`src/include/udp_tx_params.svh`:
```
`ifndef UDP_TX_PARAMS_SVH
`define UDP_TX_PARAMS_SVH

// Header sizes in bytes.
`define UDP_HDR_LEN 8
`define IPV4_HDR_LEN 20

// Fixed IPv4 fields.
`define IPV4_TTL 8'd128
`define IPV4_PROTO_UDP 8'd17
`define IPV4_VER_IHL 8'h45

`endif

```
`src/verilog/udp_tx_pkg.sv`:
```
`include "udp_tx_params.svh"

package udp_tx_pkg;

  typedef struct packed {
    logic [15:0] src_port;
    logic [15:0] dst_port;
    logic [15:0] length;
    logic [15:0] csum;
  } udp_hdr_t;

  // Field view for the builder, byte view for the shifter.
  typedef union packed {
    udp_hdr_t                       f;
    logic [`UDP_HDR_LEN-1:0][7:0]   b;
  } udp_hdr_u;

  typedef struct packed {
    logic [7:0]  ver_ihl;
    logic [7:0]  tos;
    logic [15:0] total_len;
    logic [15:0] id;
    logic [15:0] flags_fo;
    logic [7:0]  ttl;
    logic [7:0]  proto;
    logic [15:0] csum;
    logic [31:0] src_ip;
    logic [31:0] dst_ip;
  } ipv4_hdr_t;

  // Half-word view feeds the checksum; index 9 is the first on the wire.
  typedef union packed {
    ipv4_hdr_t                         f;
    logic [`IPV4_HDR_LEN-1:0][7:0]     b;
    logic [`IPV4_HDR_LEN/2-1:0][15:0]  hw;
  } ipv4_hdr_u;

endpackage

```
`src/verilog/ipv4_csum.sv`:
```
`timescale 1ns/1ps
`include "udp_tx_params.svh"

module ipv4_csum import udp_tx_pkg::*; (
  input  logic        clk,
  input  logic        fsm_rst,
  input  logic        csum_start,
  input  ipv4_hdr_u   hdr_words,
  output logic        csum_done,
  output logic [15:0] csum
);

  logic [3:0]  idx;
  logic        busy;
  logic [15:0] acc;
  logic [16:0] sum;
  logic [15:0] fold;

  assign sum  = {1'b0, acc} + {1'b0, hdr_words.hw[idx]};
  assign fold = sum[15:0] + {15'd0, sum[16]}; // End-around carry.

  always_ff @(posedge clk) begin
    if (fsm_rst) begin
      busy      <= 1'b0;
      idx       <= 4'd0;
      csum_done <= 1'b0;
    end else begin
      csum_done <= 1'b0;
      if (csum_start) begin
        busy <= 1'b1;
        idx  <= 4'd0;
      end else if (busy) begin
        if (idx == 4'(`IPV4_HDR_LEN/2 - 1)) begin
          busy      <= 1'b0;
          csum_done <= 1'b1;
        end else begin
          idx <= idx + 4'd1;
        end
      end
    end
  end

  always_ff @(posedge clk) begin
    if (csum_start) acc <= 16'h0000;
    else if (busy) acc <= fold;
    if (busy && idx == 4'(`IPV4_HDR_LEN/2 - 1)) csum <= ~fold; // Last word.
  end

endmodule

```
`src/verilog/udp_hdr_tx.sv`:
```
`timescale 1ns/1ps
`include "udp_tx_params.svh"

module udp_hdr_tx import udp_tx_pkg::*; (
  input  logic        clk,
  input  logic        fsm_rst,
  input  logic        pkt_rdy,
  input  logic [31:0] src_ip,
  input  logic [31:0] dst_ip,
  input  logic [15:0] ip_id,
  input  logic [15:0] src_port,
  input  logic [15:0] dst_port,
  input  logic [15:0] pld_len,
  input  logic [7:0]  pld_dat,
  input  logic        pld_val,
  input  logic        pld_eof,
  input  logic        pld_err,
  input  logic        udp_req,
  output logic        pld_req,
  output logic        udp_rdy,
  output logic [31:0] ip_src,
  output logic [31:0] ip_dst,
  output logic [15:0] ip_id_o,
  output logic [15:0] udp_len,
  output logic        udp_val,
  output logic [7:0]  udp_dat,
  output logic        udp_eof
);

  udp_hdr_u   hdr;       // Header shift register.
  logic [3:0] byte_cnt;  // Bytes sent, stops at header length.
  logic       hdr_done;
  logic       busy;
  logic       capture;
  logic       clr;

  assign capture  = !busy && pkt_rdy;
  assign hdr_done = (byte_cnt == 4'(`UDP_HDR_LEN));
  assign clr      = fsm_rst || udp_eof || pld_err;

  always_ff @(posedge clk) begin
    if (clr) begin
      busy     <= 1'b0;
      udp_rdy  <= 1'b0;
      udp_val  <= 1'b0;
      pld_req  <= 1'b0;
      byte_cnt <= 4'd0;
    end else begin
      if (capture) begin
        busy    <= 1'b1;
        udp_rdy <= 1'b1;
      end
      if (udp_req) udp_val <= 1'b1;
      if (udp_val && !hdr_done) byte_cnt <= byte_cnt + 4'd1;
      // Two cycles of payload latency, so ask early.
      if (udp_val && byte_cnt == 4'(`UDP_HDR_LEN - 3)) pld_req <= 1'b1;
    end
  end

  always_ff @(posedge clk) begin
    if (capture) begin
      hdr.f.src_port <= src_port;
      hdr.f.dst_port <= dst_port;
      hdr.f.length   <= pld_len + 16'(`UDP_HDR_LEN);
      hdr.f.csum     <= 16'h0000; // Optional in IPv4.
      ip_src         <= src_ip;
      ip_dst         <= dst_ip;
      ip_id_o        <= ip_id;
      udp_len        <= pld_len + 16'(`UDP_HDR_LEN);
    end else if (udp_val) begin
      hdr.b <= {hdr.b[`UDP_HDR_LEN-2:0], 8'h00};
    end
  end

  assign udp_dat = hdr_done ? pld_dat : hdr.b[`UDP_HDR_LEN-1];
  assign udp_eof = udp_val && pld_val && pld_eof;

endmodule

```
`src/verilog/ipv4_hdr_tx.sv`:
```
`timescale 1ns/1ps
`include "udp_tx_params.svh"

module ipv4_hdr_tx import udp_tx_pkg::*; (
  input  logic        clk,
  input  logic        fsm_rst,
  input  logic        udp_rdy,
  input  logic [31:0] ip_src,
  input  logic [31:0] ip_dst,
  input  logic [15:0] ip_id_o,
  input  logic [15:0] udp_len,
  input  logic        udp_val,
  input  logic [7:0]  udp_dat,
  input  logic        udp_eof,
  input  logic        pld_err,
  input  logic        out_req,
  output logic        udp_req,
  output logic        out_rdy,
  output logic        out_val,
  output logic        out_sof,
  output logic        out_eof,
  output logic [7:0]  out_dat
);

  ipv4_hdr_u   hdr_calc;  // Zero checksum, summed as is.
  ipv4_hdr_u   hdr;       // Final header, shifted out.
  logic        csum_start;
  logic        csum_done;
  logic [15:0] csum;
  logic        started;
  logic [4:0]  byte_cnt;
  logic        hdr_done;
  logic        clr;

  always_comb begin
    hdr_calc.f.ver_ihl   = `IPV4_VER_IHL;
    hdr_calc.f.tos       = 8'h00;
    hdr_calc.f.total_len = udp_len + 16'(`IPV4_HDR_LEN);
    hdr_calc.f.id        = ip_id_o;
    hdr_calc.f.flags_fo  = 16'h0000; // No fragments.
    hdr_calc.f.ttl       = `IPV4_TTL;
    hdr_calc.f.proto     = `IPV4_PROTO_UDP;
    hdr_calc.f.csum      = 16'h0000;
    hdr_calc.f.src_ip    = ip_src;
    hdr_calc.f.dst_ip    = ip_dst;
  end

  assign csum_start = udp_rdy && !started;
  assign hdr_done   = (byte_cnt == 5'(`IPV4_HDR_LEN));
  assign clr        = fsm_rst || out_eof || pld_err;

  ipv4_csum i_csum (
    .clk        (clk),
    .fsm_rst    (clr),
    .csum_start (csum_start),
    .hdr_words  (hdr_calc),
    .csum_done  (csum_done),
    .csum       (csum)
  );

  always_ff @(posedge clk) begin
    if (clr) begin
      started  <= 1'b0;
      out_rdy  <= 1'b0;
      out_val  <= 1'b0;
      udp_req  <= 1'b0;
      byte_cnt <= 5'd0;
    end else begin
      if (csum_start) started <= 1'b1;
      if (csum_done) out_rdy <= 1'b1;
      if (out_rdy && out_req) out_val <= 1'b1;
      if (out_val && !hdr_done) byte_cnt <= byte_cnt + 5'd1;
      // UDP byte 0 lands right after IPv4 byte 19.
      if (out_val && byte_cnt == 5'(`IPV4_HDR_LEN - 2)) udp_req <= 1'b1;
    end
  end

  always_ff @(posedge clk) begin
    if (csum_done) begin
      hdr        <= hdr_calc;
      hdr.f.csum <= csum;
    end else if (out_val) begin
      hdr.b <= {hdr.b[`IPV4_HDR_LEN-2:0], 8'h00};
    end
  end

  assign out_sof = out_val && (byte_cnt == 5'd0);
  assign out_eof = out_val && udp_val && udp_eof;
  assign out_dat = hdr_done ? udp_dat : hdr.b[`IPV4_HDR_LEN-1];

endmodule

```
`src/verilog/udp_tx_top.sv`:
```
`timescale 1ns/1ps

module udp_tx_top (
  input  logic        clk,
  input  logic        fsm_rst,
  input  logic        pkt_rdy,
  input  logic [31:0] src_ip,
  input  logic [31:0] dst_ip,
  input  logic [15:0] ip_id,
  input  logic [15:0] src_port,
  input  logic [15:0] dst_port,
  input  logic [15:0] pld_len,
  input  logic [7:0]  pld_dat,
  input  logic        pld_val,
  input  logic        pld_eof,
  input  logic        pld_err,
  output logic        pld_req,
  input  logic        out_req,
  output logic        out_rdy,
  output logic        out_val,
  output logic        out_sof,
  output logic        out_eof,
  output logic [7:0]  out_dat
);

  logic        udp_rdy;
  logic        udp_req;
  logic        udp_val;
  logic        udp_eof;
  logic [7:0]  udp_dat;
  logic [31:0] ip_src;
  logic [31:0] ip_dst;
  logic [15:0] ip_id_o;
  logic [15:0] udp_len;

  udp_hdr_tx i_udp (
    .clk      (clk),
    .fsm_rst  (fsm_rst),
    .pkt_rdy  (pkt_rdy),
    .src_ip   (src_ip),
    .dst_ip   (dst_ip),
    .ip_id    (ip_id),
    .src_port (src_port),
    .dst_port (dst_port),
    .pld_len  (pld_len),
    .pld_dat  (pld_dat),
    .pld_val  (pld_val),
    .pld_eof  (pld_eof),
    .pld_err  (pld_err),
    .udp_req  (udp_req),
    .pld_req  (pld_req),
    .udp_rdy  (udp_rdy),
    .ip_src   (ip_src),
    .ip_dst   (ip_dst),
    .ip_id_o  (ip_id_o),
    .udp_len  (udp_len),
    .udp_val  (udp_val),
    .udp_dat  (udp_dat),
    .udp_eof  (udp_eof)
  );

  ipv4_hdr_tx i_ipv4 (
    .clk      (clk),
    .fsm_rst  (fsm_rst),
    .udp_rdy  (udp_rdy),
    .ip_src   (ip_src),
    .ip_dst   (ip_dst),
    .ip_id_o  (ip_id_o),
    .udp_len  (udp_len),
    .udp_val  (udp_val),
    .udp_dat  (udp_dat),
    .udp_eof  (udp_eof),
    .pld_err  (pld_err), // Abort reaches both blocks.
    .out_req  (out_req),
    .udp_req  (udp_req),
    .out_rdy  (out_rdy),
    .out_val  (out_val),
    .out_sof  (out_sof),
    .out_eof  (out_eof),
    .out_dat  (out_dat)
  );

endmodule

```
`config.mk`:
```
export PLATFORM = sky130hd
export DESIGN_NAME = udp_tx_top
export DESIGN_NICKNAME = d
export VERILOG_FILES = /design/src/verilog/udp_tx_pkg.sv /design/src/verilog/ipv4_csum.sv /design/src/verilog/udp_hdr_tx.sv /design/src/verilog/ipv4_hdr_tx.sv /design/src/verilog/udp_tx_top.sv
export VERILOG_INCLUDE_DIRS = /design/src /design/src/include
export SDC_FILE = /design/constraint.sdc
export NUM_CORES = 1
export LEC_CHECK = 0
export BUFFER_PORTS_ARGS = -buffer_cell sky130_fd_sc_hd__buf_4
export CAP_MARGIN = 20
export CORE_MARGIN = 4
export CORE_UTILIZATION = 35
export DETAILED_ROUTE_END_ITERATION = 10
export MAX_ROUTING_LAYER = met4
export RECOVER_POWER = 100
export SLEW_MARGIN = 5
export SYNTH_ARGS = -nofsm -noshare
export SYNTH_HDL_FRONTEND = slang
export SYNTH_SLANG_ARGS = --single-unit
```
`constraint.sdc`:
```
create_clock -name clk -period 5.4 [get_ports clk]
set_clock_uncertainty 0.1 [all_clocks]
set_input_delay 0.81 -clock clk [delete_from_list [all_inputs] [get_ports clk]]
set_output_delay 0.81 -clock clk [all_outputs]
set_load 0.03 [all_outputs]
```
==> results_dict.tcl <==
set metrics [dict create \
    gr-usage-met3_pct 2.57 \
    critPathKind "register to register" \
    synth_xor_area_share_pct 3.32 \
    final_common_cell "edfxtp_1" \
    tns_ns 0 \
    place_area_sq_um 17100 \
    syn_area_sq_um 15300 \
    fin_util_pct 42.4 \
    die_w_um 217 \
    clk_path_buf_depth 3 \
    wl_per_cell_um 18.8 \
    powerDensity_nw_per_um2 356 \
    rows 76 \
    synth-main-ff-cell "edfxtp_1" \
    most-common-layout-cells "272 x edfxtp_1, 176 x nand2_1, 98 x nor2_1" \
    synthMuxAreaShare_pct 6.23 \
    p_total_mw 6.51 \
    initial_utilization_pct 35.4 \
    cts_root_buf "clkbuf_16" \
    h-tree-depth 2 \
    fillerInstances 4132 \
    swShare_pct 22.9 \
    layout-drive-gt1-share_pct 17.3 \
    combPwrFrac_pct 9.5 \
    drv_cap 8 \
    detailedPlacementHpwl_um 26000 \
    routed_wl_um 36900 \
    design.die.area_sq_um 47100 \
    vdd_drop_max_v 0.000284 \
    relSlewSlack_pct -70.0 \
    required_ns 5.74 \
    num_io_pins 156 \
    ys_seq_elements 358 \
    p_sw_mw 1.49 \
    setup_viol 0 \
    grt_first_pass_wirelength_um 56800 \
    synth_edf_count 272 \
    seq_area_frac_synth_pct 64.7 \
    finalCriticalPeriod_ns 4.87 \
    gp_congestion 0.873 \
    top_usage_layer "met2" \
    synth_fp_nets 1367 \
    placedCellCount 1886 \
    synth_compound_area_share_pct 10.6 \
    post_cts.repair.setup_buffers 0 \
    finalWorstSetupSlack_ns 0.535 \
    clkLatencyLatePin_ns 0.54 \
    route.detailed.drc 0 \
    cp-start-kind "register" \
    outcome "complete, but fails checks" \
    fin_cells 1960 \
    detail_route.vias_per_cell 4.95 \
    port_buffers 155 \
    grt_pass1_vias 9677 \
    final.period_utilization_pct 90.1 \
    p_seq_share_pct 48.5 \
    antenna_found_initial 0 \
    drv_slew 460 \
    clock_power_share_pct 42.0 \
    cts_buffers 39 \
    num_vias 9703 \
    final_area_sq_um 18300 \
    area_growth_pct 19.6 \
    antenna_left 0 \
    end_kind "register" \
    grt_start_max_net_pins 123 \
    core-area_sq_um 43200 \
    grt_setup_unrepaired "no" \
    gr-usage-met1_pct 22.9 \
    yosys_warnings 0 \
    antennaDiodeCount 0 \
    p_int_mw 5.02 \
    synth_top_family_by_area "compound AO/OA/AOI/OAI gates" \
    place_ws_ns 0.376 \
    grt.overflow.total 0 \
    fin_hold_ws_ns 0.362 \
    leakagePower_nw 6.94 \
    nNetsFinal 1516 \
    dr.pass1.iters 4 \
    synthAdderAreaFrac_pct 2.42 \
    dieHeight_um 217 \
    async_reset_ff_share_pct 0 \
    fmax_ghz 0.206 \
    clock_sinks 358 \
    cts_tree "yes" \
    ctsHoldBuffers 0 \
    ys_types 59 \
    worst_pin_slew_ns 2.55 \
    clk_pin_slew_ns 0.06 \
    finalHoldViolations 0 \
    grt.met2_usage_pct 23.5 \
    synthSimpleGateAreaFrac_pct 10.6 \
    hold_path_class "input pin to register" \
    grtUsageTotal_pct 15.9 \
    critPathMaxFanout 6 \
    cts.repair.resized 0 \
    dr.first_iter.drc_count 738 \
    critPathArrivalTime_ns 5.21 \
    violations "capacitance limit, slew limit" \
    netlist_instances 1195 \
    avgSynthCellArea_sq_um 12.8 \
]
==> power groups by stage <==
| stage | logic (mW) | clock network (mW) | registers (mW) |
|---|---|---|---|
| 6_report | 0.617 | 2.74 | 3.16 |
| 3_3_place_gp | 0.638 | 0 | 3.21 |
| 2_1_floorplan | 0.405 | 0 | 3.18 |
| 5_1_grt | 0.690 | 2.92 | 3.17 |
| 3_5_place_dp | 0.635 | 0 | 3.21 |
| 4_1_cts | 0.640 | 2.81 | 3.16 |
==> kinds of logic (layout without fill, tap and decap cells) <==
kind of cell             after synthesis  after routing
AO/OA/AOI/OAI                        219            219
XOR/XNOR                              58             58
adder cells (fa/ha/maj)               29             29
buffers and inverters                 86            266
flip-flops                           358            358
multiplexers                          79             79
AND/OR/NAND/NOR                      366            366
==> metal layers <==
metal | part of all wire (%) | vias to the layer above
met5 | 0 | -
met4 | 2.1 | 0
met3 | 4.7 | 47
li1 | - | 4719
met2 | 45 | 249
met1 | 48 | 4688
==> Yosys cell counts (all sizes together), types with 2 or more instances <==
master / count / area share [%]
dfxtp: 86 / 11
a211oi: 14 / 0.72
mux2i: 58 / 3.8
or2: 2 / 0.082
xnor2: 30 / 1.7
a21oi: 24 / 0.81
a221oi: 5 / 0.33
xor2: 28 / 1.6
o21ai: 40 / 1.3
and2: 20 / 0.84
nand3b: 3 / 0.15
nand2b: 4 / 0.16
nand3: 18 / 0.59
nand2: 177 / 4.4
clkbuf: 57 / 1.4
nand4: 9 / 0.41
a41oi: 2 / 0.11
mux4: 12 / 1.8
a22o: 95 / 5.4
mux2: 9 / 0.66
and3: 12 / 0.50
edfxtp: 272 / 53
a21o: 8 / 0.39
nor2: 98 / 2.4
o22ai: 10 / 0.41
or3: 4 / 0.17
buf: 11 / 0.27
a22oi: 10 / 0.49
nor3: 6 / 0.20
o211ai: 3 / 0.15
inv: 17 / 0.42
nor2b: 7 / 0.29
ha: 28 / 2.3
==> final cells by class <==
class	instances	area [sq um]	share of cell area, %
flip-flops and latches	358	9890	54.1
multi-input cells	751	5060	27.7
repair buffers	176	1210	6.62
clock buffers	56	1110	6.08
well taps	585	732	4.00
clock inverters	16	214	1.17
inverters	18	70.1	0.383
==> flip-flops by register name, indices dropped and copies added, names as in the netlist <==
name,cells
i_ipv4.hdr,160
i_udp.hdr,48
i_udp.ip_dst,32
i_udp.ip_src,32
i_ipv4.i_csum.acc,16
i_ipv4.i_csum.csum,16
i_udp.ip_id_o,16
i_udp.udp_len,16
i_ipv4.byte_cnt,5
i_ipv4.i_csum.idx,4
i_udp.byte_cnt,4
i_ipv4.i_csum.busy,1
i_ipv4.i_csum.csum_done,1
i_ipv4.out_rdy,1
i_ipv4.out_val,1
i_ipv4.started,1
i_ipv4.udp_req,1
i_udp.pld_req,1
i_udp.udp_rdy,1
i_udp.udp_val,1
==> critical path, stage by stage (launching register included) <==
cell and delay (ns):
dfxtp_1 0.45, buf_4 0.20, buf_4 0.15, mux4_2 0.50, nand2_1 0.09, a21o_1 0.12
o21ai_0 0.07, ha_1 0.35, and2_4 0.19, a221oi_1 0.47, nand2_2 0.16, a21oi_1 0.18
a211o_1 0.19, nor2b_1 0.06, o21ai_0 0.13, nand2b_1 0.09, ha_1 0.21, and3_1 0.19
and3_1 0.27, nand2_1 0.10, xor2_1 0.17, xnor2_1 0.10, a211oi_1 0.21
==> final timing paths <==
kind | startpoint | to | slack [ns] | depth (start not counted)
hold / removal | ip_id[3] | i_udp.ip_id_o[3] | 0.36 | 1
setup / recovery | i_ipv4.i_csum.idx[1] | i_ipv4.i_csum.acc[7] | 0.53 | 22
hold reg to reg | i_ipv4.hdr[76] | i_ipv4.hdr[84] | 0.36 | 2
setup reg to reg | i_ipv4.i_csum.idx[1] | i_ipv4.i_csum.acc[7] | 0.53 | 22
Power figures use the tool's default switching activity.
